==> src/riscv_lsu_defs.svh <==
`ifndef RISCV_LSU_DEFS_SVH
`define RISCV_LSU_DEFS_SVH

////////////////////////////////////////
// data path widths
////////////////////////////////////////

`define LSU_WORD_W 32 // data and address bus
`define LSU_BE_W   4  // one enable per byte lane
`define LSU_SIZE_W 2  // access size code

////////////////////////////////////////
// access size codes
////////////////////////////////////////

`define LSU_SIZE_WORD 0
`define LSU_SIZE_HALF 1
`define LSU_SIZE_BYTE 2

// outstanding accesses the memory may hold for us
// one waiting for grant does not count, only granted ones
`define LSU_QUEUE_DEPTH 2

`endif

==> src/riscv_lsu_pkg.sv <==
`include "riscv_lsu_defs.svh"

package riscv_lsu_pkg;

  ////////////////////////////////////////
  // vector types
  ////////////////////////////////////////

  // one data word on the memory bus
  typedef logic [`LSU_WORD_W-1:0] word_t;

  // byte address, same width as data
  typedef logic [`LSU_WORD_W-1:0] addr_t;

  // byte enables, one per lane
  typedef logic [`LSU_BE_W-1:0] be_t;

  // word, half or byte, see defs header for the codes
  typedef logic [`LSU_SIZE_W-1:0] mem_size_t;

  // lane index inside a word
  typedef logic [$clog2(`LSU_BE_W)-1:0] byte_off_t;

  ////////////////////////////////////////
  // controller fsm
  ////////////////////////////////////////

  typedef enum logic [1:0] {
    LSU_IDLE,        // nothing pending, nothing in flight
    LSU_WAIT_GNT,    // request on the bus, grant outstanding
    LSU_WAIT_RVALID  // granted, waiting on response data
  } lsu_state_e;

endpackage

==> src/lsu_req_if.sv <==
`timescale 1ns/10ps

// registered request as seen by the store side
interface lsu_req_if;

  logic                      we;       // store when set
  riscv_lsu_pkg::mem_size_t  size;     // access size code
  logic                      sign_ext; // for loads only
  riscv_lsu_pkg::byte_off_t  byte_off; // low address bits
  riscv_lsu_pkg::word_t      wdata;    // unaligned store data

  // controller owns the request register
  modport ctrl_mp (
    output we,
    output size,
    output sign_ext,
    output byte_off,
    output wdata
  );

  // store aligner only needs placement info
  modport store_mp (
    input we,
    input size,
    input byte_off,
    input wdata
  );

endinterface

==> src/lsu_store_align.sv <==
`timescale 1ns/10ps

`include "riscv_lsu_defs.svh"

module lsu_store_align (
  lsu_req_if.store_mp              req_i,
  output riscv_lsu_pkg::be_t       data_be_o,
  output riscv_lsu_pkg::word_t     data_wdata_o
);

  riscv_lsu_pkg::be_t   be_half;  // two lanes from offset
  riscv_lsu_pkg::be_t   be_byte;  // one lane at offset
  riscv_lsu_pkg::word_t wdata_rep; // replicated store data

  assign be_half = riscv_lsu_pkg::be_t'(2'b11) << req_i.byte_off;
  assign be_byte = riscv_lsu_pkg::be_t'(1'b1) << req_i.byte_off;

  ////////////////////////////////////////
  // byte enables
  ////////////////////////////////////////

  // same rule for loads and stores
  always_comb begin
    case (req_i.size)
      riscv_lsu_pkg::mem_size_t'(`LSU_SIZE_HALF): data_be_o = be_half;
      riscv_lsu_pkg::mem_size_t'(`LSU_SIZE_BYTE): data_be_o = be_byte;
      default:                                    data_be_o = '1; // full word
    endcase
  end

  ////////////////////////////////////////
  // store data
  ////////////////////////////////////////

  // repeat into every lane, memory picks via be
  always_comb begin
    case (req_i.size)
      riscv_lsu_pkg::mem_size_t'(`LSU_SIZE_HALF): begin
        wdata_rep = {2{req_i.wdata[15:0]}};
      end
      riscv_lsu_pkg::mem_size_t'(`LSU_SIZE_BYTE): begin
        wdata_rep = {4{req_i.wdata[7:0]}};
      end
      default: begin
        wdata_rep = req_i.wdata; // word goes as is
      end
    endcase
  end

  // keep bus quiet on loads
  assign data_wdata_o = req_i.we ? wdata_rep : '0;

endmodule

==> src/lsu_load_align.sv <==
`timescale 1ns/10ps

`include "riscv_lsu_defs.svh"

module lsu_load_align (
  // memory response
  input  riscv_lsu_pkg::word_t      data_rdata_i,
  input  logic                      data_rvalid_i,
  input  logic                      data_err_i,

  // head of the in-flight queue
  input  riscv_lsu_pkg::mem_size_t  rsp_size_i,
  input  logic                      rsp_sign_ext_i,
  input  riscv_lsu_pkg::byte_off_t  rsp_byte_off_i,
  input  logic                      rsp_we_i,

  // writeback side
  output logic                      wb_valid_o,
  output riscv_lsu_pkg::word_t      wb_rdata_o,
  output logic                      load_err_o,
  output logic                      store_err_o
);

  riscv_lsu_pkg::word_t rdata_shift; // addressed lane moved to bit 0
  riscv_lsu_pkg::word_t rdata_byte;  // extended byte
  riscv_lsu_pkg::word_t rdata_half;  // extended half
  riscv_lsu_pkg::word_t rdata_ext;   // after size select
  logic                 byte_fill;
  logic                 half_fill;

  ////////////////////////////////////////
  // lane extraction
  ////////////////////////////////////////

  // offset in bytes -> shift in bits
  assign rdata_shift = data_rdata_i >> {rsp_byte_off_i, 3'b000};

  // top bit of the lane or zero
  assign byte_fill = rsp_sign_ext_i & rdata_shift[7];
  assign half_fill = rsp_sign_ext_i & rdata_shift[15];

  assign rdata_byte = {{(`LSU_WORD_W-8){byte_fill}}, rdata_shift[7:0]};
  assign rdata_half = {{(`LSU_WORD_W-16){half_fill}}, rdata_shift[15:0]};

  always_comb begin
    case (rsp_size_i)
      riscv_lsu_pkg::mem_size_t'(`LSU_SIZE_HALF): rdata_ext = rdata_half;
      riscv_lsu_pkg::mem_size_t'(`LSU_SIZE_BYTE): rdata_ext = rdata_byte;
      default:                                    rdata_ext = data_rdata_i;
    endcase
  end

  ////////////////////////////////////////
  // writeback and errors
  ////////////////////////////////////////

  // every rvalid closes one access, no stall here
  assign wb_valid_o = data_rvalid_i;

  // stores return nothing useful
  assign wb_rdata_o = rsp_we_i ? '0 : rdata_ext;

  // err only counts together with rvalid
  assign load_err_o  = data_rvalid_i & data_err_i & ~rsp_we_i;
  assign store_err_o = data_rvalid_i & data_err_i & rsp_we_i;

endmodule

==> src/lsu_ctrl.sv <==
`timescale 1ns/10ps

`include "riscv_lsu_defs.svh"

module lsu_ctrl (
  input  logic                      clk,
  input  logic                      arst_n_i,
  // execute side
  input  logic                      ex_valid_i,
  input  logic                      ex_we_i,
  input  logic                      ex_sign_ext_i,
  input  logic                      ex_useincr_i,     // a+b instead of a
  input  riscv_lsu_pkg::mem_size_t  ex_size_i,
  input  riscv_lsu_pkg::addr_t      ex_operand_a_i,
  input  riscv_lsu_pkg::addr_t      ex_operand_b_i,
  input  riscv_lsu_pkg::word_t      ex_wdata_i,
  output logic                      ex_ready_o,
  // memory request side
  output logic                      data_req_o,
  input  logic                      data_gnt_i,
  input  logic                      data_rvalid_i,
  output riscv_lsu_pkg::addr_t      data_addr_o,
  output logic                      data_we_o,
  lsu_req_if.ctrl_mp                req_o,
  // head of queue, for the load aligner
  output riscv_lsu_pkg::mem_size_t  rsp_size_o,
  output logic                      rsp_sign_ext_o,
  output riscv_lsu_pkg::byte_off_t  rsp_byte_off_o,
  output logic                      rsp_we_o,
  output logic                      busy_o
);

  localparam int PTR_W = $clog2(`LSU_QUEUE_DEPTH);
  localparam int CNT_W = $clog2(`LSU_QUEUE_DEPTH + 1);

  riscv_lsu_pkg::lsu_state_e state_q, state_n;
  riscv_lsu_pkg::addr_t      addr_n, addr_q; // formed address
  logic                      accept, push, pop;
  logic [PTR_W-1:0]          wr_ptr_q, rd_ptr_q;
  logic [CNT_W-1:0]          cnt_q;

  // in-flight metadata, one slot per granted access
  riscv_lsu_pkg::mem_size_t  q_size [`LSU_QUEUE_DEPTH];
  logic                      q_sign [`LSU_QUEUE_DEPTH];
  riscv_lsu_pkg::byte_off_t  q_off  [`LSU_QUEUE_DEPTH];
  logic                      q_we   [`LSU_QUEUE_DEPTH];

  assign addr_n = ex_useincr_i ? ex_operand_a_i + ex_operand_b_i : ex_operand_a_i;
  assign accept = ex_valid_i & ex_ready_o;
  assign push   = (state_q == riscv_lsu_pkg::LSU_WAIT_GNT) & data_gnt_i;
  assign pop    = data_rvalid_i & (cnt_q != '0); // one rvalid per grant

  ////////////////////////////////////////
  // request register
  ////////////////////////////////////////

  always_ff @(posedge clk) begin
    if (accept) begin
      addr_q         <= addr_n;
      req_o.we       <= ex_we_i;
      req_o.size     <= ex_size_i;
      req_o.sign_ext <= ex_sign_ext_i;
      req_o.byte_off <= addr_n[$bits(riscv_lsu_pkg::byte_off_t)-1:0];
      req_o.wdata    <= ex_wdata_i;
    end
  end

  assign data_req_o  = (state_q == riscv_lsu_pkg::LSU_WAIT_GNT); // held until gnt
  assign data_addr_o = addr_q;
  assign data_we_o   = req_o.we;

  ////////////////////////////////////////
  // fsm
  ////////////////////////////////////////

  always_comb begin
    state_n = state_q;
    case (state_q)
      riscv_lsu_pkg::LSU_IDLE: begin
        if (accept) state_n = riscv_lsu_pkg::LSU_WAIT_GNT;
      end
      riscv_lsu_pkg::LSU_WAIT_GNT: begin
        if (data_gnt_i) state_n = riscv_lsu_pkg::LSU_WAIT_RVALID;
      end
      riscv_lsu_pkg::LSU_WAIT_RVALID: begin
        if (accept) state_n = riscv_lsu_pkg::LSU_WAIT_GNT;   // second one goes out
        else if (pop && cnt_q == CNT_W'(1)) state_n = riscv_lsu_pkg::LSU_IDLE; // last one back
      end
      default: state_n = riscv_lsu_pkg::LSU_IDLE;
    endcase
  end

  // no new request while one is still on the bus, or the queue is full
  assign ex_ready_o = (state_q == riscv_lsu_pkg::LSU_IDLE) |
                      ((state_q == riscv_lsu_pkg::LSU_WAIT_RVALID) &
                       (cnt_q < CNT_W'(`LSU_QUEUE_DEPTH)));

  assign busy_o = (state_q != riscv_lsu_pkg::LSU_IDLE) | (cnt_q != '0);

  always_ff @(posedge clk or negedge arst_n_i) begin
    if (!arst_n_i) begin
      state_q  <= riscv_lsu_pkg::LSU_IDLE;
      wr_ptr_q <= '0;
      rd_ptr_q <= '0;
      cnt_q    <= '0;
    end else begin
      state_q <= state_n;
      if (push) wr_ptr_q <= (wr_ptr_q == PTR_W'(`LSU_QUEUE_DEPTH - 1)) ? '0 : wr_ptr_q + 1'b1;
      if (pop)  rd_ptr_q <= (rd_ptr_q == PTR_W'(`LSU_QUEUE_DEPTH - 1)) ? '0 : rd_ptr_q + 1'b1;
      if (push && !pop)      cnt_q <= cnt_q + 1'b1;
      else if (pop && !push) cnt_q <= cnt_q - 1'b1;
    end
  end

  ////////////////////////////////////////
  // in-flight queue
  ////////////////////////////////////////

  always_ff @(posedge clk) begin
    if (push) begin
      q_size[wr_ptr_q] <= req_o.size;
      q_sign[wr_ptr_q] <= req_o.sign_ext;
      q_off[wr_ptr_q]  <= req_o.byte_off;
      q_we[wr_ptr_q]   <= req_o.we;
    end
  end

  // oldest granted access answers next
  assign rsp_size_o     = q_size[rd_ptr_q];
  assign rsp_sign_ext_o = q_sign[rd_ptr_q];
  assign rsp_byte_off_o = q_off[rd_ptr_q];
  assign rsp_we_o       = q_we[rd_ptr_q];

endmodule

==> src/riscv_lsu_top.sv <==
`timescale 1ns/10ps

module riscv_lsu_top (
  input  logic                      clk,
  input  logic                      arst_n_i,

  // execute side, valid/ready
  input  logic                      ex_valid_i,
  input  logic                      ex_we_i,
  input  logic                      ex_sign_ext_i,
  input  logic                      ex_useincr_i,
  input  riscv_lsu_pkg::mem_size_t  ex_size_i,
  input  riscv_lsu_pkg::addr_t      ex_operand_a_i,
  input  riscv_lsu_pkg::addr_t      ex_operand_b_i,
  input  riscv_lsu_pkg::word_t      ex_wdata_i,
  output logic                      ex_ready_o,

  // data memory, req/gnt/rvalid
  output logic                      data_req_o,
  input  logic                      data_gnt_i,
  input  logic                      data_rvalid_i,
  input  logic                      data_err_i,
  output riscv_lsu_pkg::addr_t      data_addr_o,
  output logic                      data_we_o,
  output riscv_lsu_pkg::be_t        data_be_o,
  output riscv_lsu_pkg::word_t      data_wdata_o,
  input  riscv_lsu_pkg::word_t      data_rdata_i,

  // writeback
  output logic                      wb_valid_o,
  output riscv_lsu_pkg::word_t      wb_rdata_o,
  output logic                      load_err_o,
  output logic                      store_err_o,
  output logic                      busy_o
);

  riscv_lsu_pkg::mem_size_t rsp_size;     // queue head
  logic                     rsp_sign_ext;
  riscv_lsu_pkg::byte_off_t rsp_byte_off;
  logic                     rsp_we;

  lsu_req_if req_if ();

  ////////////////////////////////////////
  // controller
  ////////////////////////////////////////

  lsu_ctrl ctrl_i (
    .clk            ( clk            ),
    .arst_n_i       ( arst_n_i       ),
    .ex_valid_i     ( ex_valid_i     ),
    .ex_we_i        ( ex_we_i        ),
    .ex_sign_ext_i  ( ex_sign_ext_i  ),
    .ex_useincr_i   ( ex_useincr_i   ),
    .ex_size_i      ( ex_size_i      ),
    .ex_operand_a_i ( ex_operand_a_i ),
    .ex_operand_b_i ( ex_operand_b_i ),
    .ex_wdata_i     ( ex_wdata_i     ),
    .ex_ready_o     ( ex_ready_o     ),
    .data_req_o     ( data_req_o     ),
    .data_gnt_i     ( data_gnt_i     ),
    .data_rvalid_i  ( data_rvalid_i  ),
    .data_addr_o    ( data_addr_o    ),
    .data_we_o      ( data_we_o      ),
    .req_o          ( req_if.ctrl_mp ),
    .rsp_size_o     ( rsp_size       ),
    .rsp_sign_ext_o ( rsp_sign_ext   ),
    .rsp_byte_off_o ( rsp_byte_off   ),
    .rsp_we_o       ( rsp_we         ),
    .busy_o         ( busy_o         )
  );

  ////////////////////////////////////////
  // aligners
  ////////////////////////////////////////

  lsu_store_align store_align_i (
    .req_i        ( req_if.store_mp ),
    .data_be_o    ( data_be_o       ),
    .data_wdata_o ( data_wdata_o    )
  );

  lsu_load_align load_align_i (
    .data_rdata_i   ( data_rdata_i  ),
    .data_rvalid_i  ( data_rvalid_i ),
    .data_err_i     ( data_err_i    ),
    .rsp_size_i     ( rsp_size      ),
    .rsp_sign_ext_i ( rsp_sign_ext  ),
    .rsp_byte_off_i ( rsp_byte_off  ),
    .rsp_we_i       ( rsp_we        ),
    .wb_valid_o     ( wb_valid_o    ),
    .wb_rdata_o     ( wb_rdata_o    ),
    .load_err_o     ( load_err_o    ),
    .store_err_o    ( store_err_o   )
  );

endmodule

==> config.mk <==
export PLATFORM = sky130hd
export DESIGN_NAME = riscv_lsu_top
export DESIGN_NICKNAME = d
export VERILOG_FILES = /design/src/riscv_lsu_pkg.sv /design/src/lsu_req_if.sv /design/src/lsu_store_align.sv /design/src/lsu_load_align.sv /design/src/lsu_ctrl.sv /design/src/riscv_lsu_top.sv
export VERILOG_INCLUDE_DIRS = /design/src
export SDC_FILE = /design/constraint.sdc
export NUM_CORES = 1
export LEC_CHECK = 0
export BUFFER_PORTS_ARGS = -buffer_cell sky130_fd_sc_hd__buf_2
export CAP_MARGIN = 20
export CORE_MARGIN = 1
export CORE_UTILIZATION = 54
export CTS_CLUSTER_SIZE = 14
export DETAILED_ROUTE_END_ITERATION = 10
export PLACE_DENSITY = 0.87
export SETUP_SLACK_MARGIN = 0.15
export SKIP_LAST_GASP = 1
export SLEW_MARGIN = 20
export SYNTH_ARGS = -nofsm -noshare
export SYNTH_HDL_FRONTEND = slang
export SYNTH_SLANG_ARGS = --single-unit
==> constraint.sdc <==
create_clock -name clk -period 9.3 [get_ports clk]
set_input_delay 2.79 -clock clk [delete_from_list [all_inputs] [get_ports clk]]
set_output_delay 2.79 -clock clk [all_outputs]
set_load 0.005 [all_outputs]
==> impl_metrics.tcl <==
set metrics [dict create \
    synthDistinctLibCells 62 \
    wl_um 17600 \
    gp_congestion 0.917 \
    synth_common_cells "edfxtp_1, a21oi_1, nand2_1, nor2_1, inv_1" \
    fin_util_pct 69.2 \
    grt_pass1_wl_um 27800 \
    core_area_mm2 0.0116 \
    dieArea_mm2 0.0125 \
    hp-class "flop to flop" \
    dpl-instance-area_mm2 0.00776 \
    firstDrtPassIters 8 \
    worstPathCellList "buf_2 > o211ai_1 > o21ai_0 > or3b_1 > a41oi_2 > a21oi_1 > o21ai_2 > a21oi_1 > buf_2" \
    endpoint_kind "output pin" \
    drive_above_1_share_pct 33.3 \
    avgRoutedWirePerCell_um 16.8 \
    portBuffers 245 \
    synth_seq_area_share_pct 39.1 \
    pin_count 246 \
    ant_nets 0 \
    internal-power_mw 1.08 \
    worst_ep_required_time_ns 6.51 \
    cts_made_buffers 9 \
    cts_tree "done" \
    final_cell_area_mm2 0.00803 \
    h-tree-depth 3 \
    met3_length_um 1230 \
    pwr-share-seq_pct 34.1 \
    grt_max_degree 69 \
    finClkSkew_ns 0.00890 \
    grt_remaining_overflow 0 \
    yosysTopAreaCellShare_pct 36.8 \
    maxCapViolations 0 \
    die_h_um 112 \
    max_slew_margin_pct 27.3 \
    die_x_um 112 \
    vias 6213 \
    groute.usage.overall_pct 27.8 \
    power.leakage_nw 3.71 \
    area_growth_pct 23.1 \
    final_cells 1051 \
    dr_wl_met2_um 8870 \
    outcome "finished, violations left" \
    powerDensity_mw_per_mm2 218 \
    crit_fanout 16 \
    route.detailed.drc 17 \
    path_clk_slew_ns 0.06 \
    cts_setup_buffers 0 \
    synth_area_mm2 0.00652 \
    syn_area_per_cell_um2 9.54 \
    switching_share_pct 38.2 \
    ys_async_sr_fraction_pct 6.98 \
    cp-start-kind "input pin" \
    max_slew.worst_pin.slew_ns 1.09 \
    antenna_found_initial 3 \
    synth_edf_count 80 \
    fin_tns_setup_ns 0 \
    p_clk_share_pct 19.1 \
    clk_latency_ns 0.34 \
    met1_length_um 7100 \
    synth_top_flop_cell "edfxtp_1" \
    cts_sinks 86 \
    power.switching_mw 0.670 \
    post-dp-hpwl_um 13300 \
    hold_ws_ns 0.447 \
    ys_ff_latch 86 \
    ir_worst_vdd_v 0.000107 \
    yosysMostFrequentCell "edfxtp_1" \
    drt-vias-per-instance 5.91 \
    initialDrtViolationCount 479 \
    synth_area_leaders "edfxtp_1, ha_1, a21oi_1" \
    rr_worst_depth 4 \
    path_class "input pin to output pin" \
    yosysTopAreaCell "edfxtp_1" \
    final-setup-viol-count 0 \
    period_share_pct 81.3 \
    initial_core_util_pct 56.2 \
    synth_fp_nets 862 \
    grt_pass1_vias 5717 \
    crit_slowest_cell "or3b_1" \
    fmax_mhz 132 \
    cts_max_path_buffers 2 \
    post-route-min-period_ns 7.56 \
    worstHoldPathCells 0 \
    cts_resized 0 \
    slowest_delay_ns 0.43 \
    ys_warn_count 0 \
    rsz0062_at_grt "false" \
    dp_cells 1035 \
    cts-hold-fix-buffers 0 \
    violations "DRC" \
    critPathArrivalTime_ns 4.77 \
    timing.final.hold_violations 0 \
    combPwrFrac_pct 46.9 \
    final_max_slew_viol_count 0 \
    nets 1081 \
    syn_inst 684 \
    cts_root_buf "clkbuf_16" \
    row_count 39 \
    top_layer "met5" \
]
-- power by group through the flow --
stage / registers [mW] / logic, mW / clock network, mW
floorplan: 0.587 / 0.541 / 0
global placement: 0.602 / 0.797 / 0
detailed placement: 0.605 / 0.815 / 0
CTS: 0.598 / 0.818 / 0.344
global route: 0.607 / 0.900 / 0.355
finish: 0.597 / 0.822 / 0.334
-- layer usage --
layer,up-vias,global-route usage (%)
met5,-,0
met4,4,10.3
met3,35,5.28
met2,267,48.6
met1,2899,33.9
li1,3008,-
-- worst max-delay path, delay by kind of cell --
family	cells	cell delay, ns
AO/OA/AOI/OAI	6	1.24
buffers and inverters	2	0.30
AND/OR/NAND/NOR	1	0.43
-- final timing paths --
check	slack, ns	to	from
max	1.74	wb_rdata_o[27]	data_rdata_i[23]
min	0.45	ctrl_i.q_sign[1]	ctrl_i.req_o.sign_ext
max reg2reg	7.46	ctrl_i.req_o.wdata[31]	ctrl_i.state_q[1]
min reg2reg	0.45	ctrl_i.q_sign[1]	ctrl_i.req_o.sign_ext
max in group asynchronous	6.89	ctrl_i.cnt_q[1]	arst_n_i
min in group asynchronous	2.27	ctrl_i.wr_ptr_q	arst_n_i
-- metrics by stage --
| step | worst slack, ns | total power, mW |
|---|---|---|
| 2_1_floorplan | 2.23 | 1.13 |
| 3_3_place_gp | 1.88 | 1.40 |
| 3_5_place_dp | 1.75 | 1.42 |
| 4_1_cts | 1.75 | 1.76 |
| 5_1_grt | 1.59 | 1.86 |
| 6_report | 1.74 | 1.75 |
-- logic make-up after synthesis --
family          synth area share, %
fa+ha+maj                      7.60
flops                          39.1
buf+inv                        5.47
mux                            6.44
compound gates                 23.4
simple gates                   15.0
xor+xnor                       2.95
-- cell type report --
cell class | count | area [µm²]
multi-input combinational | 515 | 3620
fill | 900 | 3580
sequential | 86 | 2550
timing repair buffer | 247 | 1240
clock buffer | 9 | 225
tap | 143 | 179
inverter | 44 | 165
clock inverter | 6 | 47.5
antenna | 1 | 2.50
-- cell usage in the layout (no fill, tap or decap), types with 3 or more instances in the layout --
cell	synthesis	routed
a21boi_0	3	3
nand2b_1	4	4
a211oi_1	7	7
xnor2_1	12	12
xor2_1	10	10
o21a_1	7	7
o21bai_1	3	3
mux4_2	7	7
a221oi_1	9	9
nor2b_1	20	20
o2bb2ai_1	3	3
mux2i_1	6	5
o21ai_0	38	38
a221o_1	10	10
o31ai_1	5	5
nor3b_1	8	8
nand4_1	10	10
dfrtp_1	6	6
inv_1	44	43
clkbuf_16	0	9
nand3_1	14	14
o211ai_1	3	3
a21o_1	20	20
edfxtp_1	80	80
o311ai_0	4	4
a211o_1	3	3
a22oi_1	15	15
buf_2	3	245
o211a_1	8	8
ha_1	38	38
nor3_1	4	4
mux2_2	18	18
and2_1	11	11
nor2_1	51	51
a31oi_1	4	4
and3_1	8	8
a21oi_1	71	71
nand2_1	52	52
-- sequential cells by signal, indices dropped and copies added, names as in the netlist, 2 cells and up --
| name | flops |
|---|---|
| ctrl_i.q_sign | 2 |
| ctrl_i.req_o.wdata | 32 |
| ctrl_i.req_o.size | 2 |
| ctrl_i.q_we | 2 |
| ctrl_i.data_addr_o | 31 |
| ctrl_i.q_off | 4 |
| ctrl_i.q_size | 4 |
| ctrl_i.cnt_q | 2 |
| ctrl_i.state_q | 2 |
No activity file was read; power rests on OpenSTA's default activity.
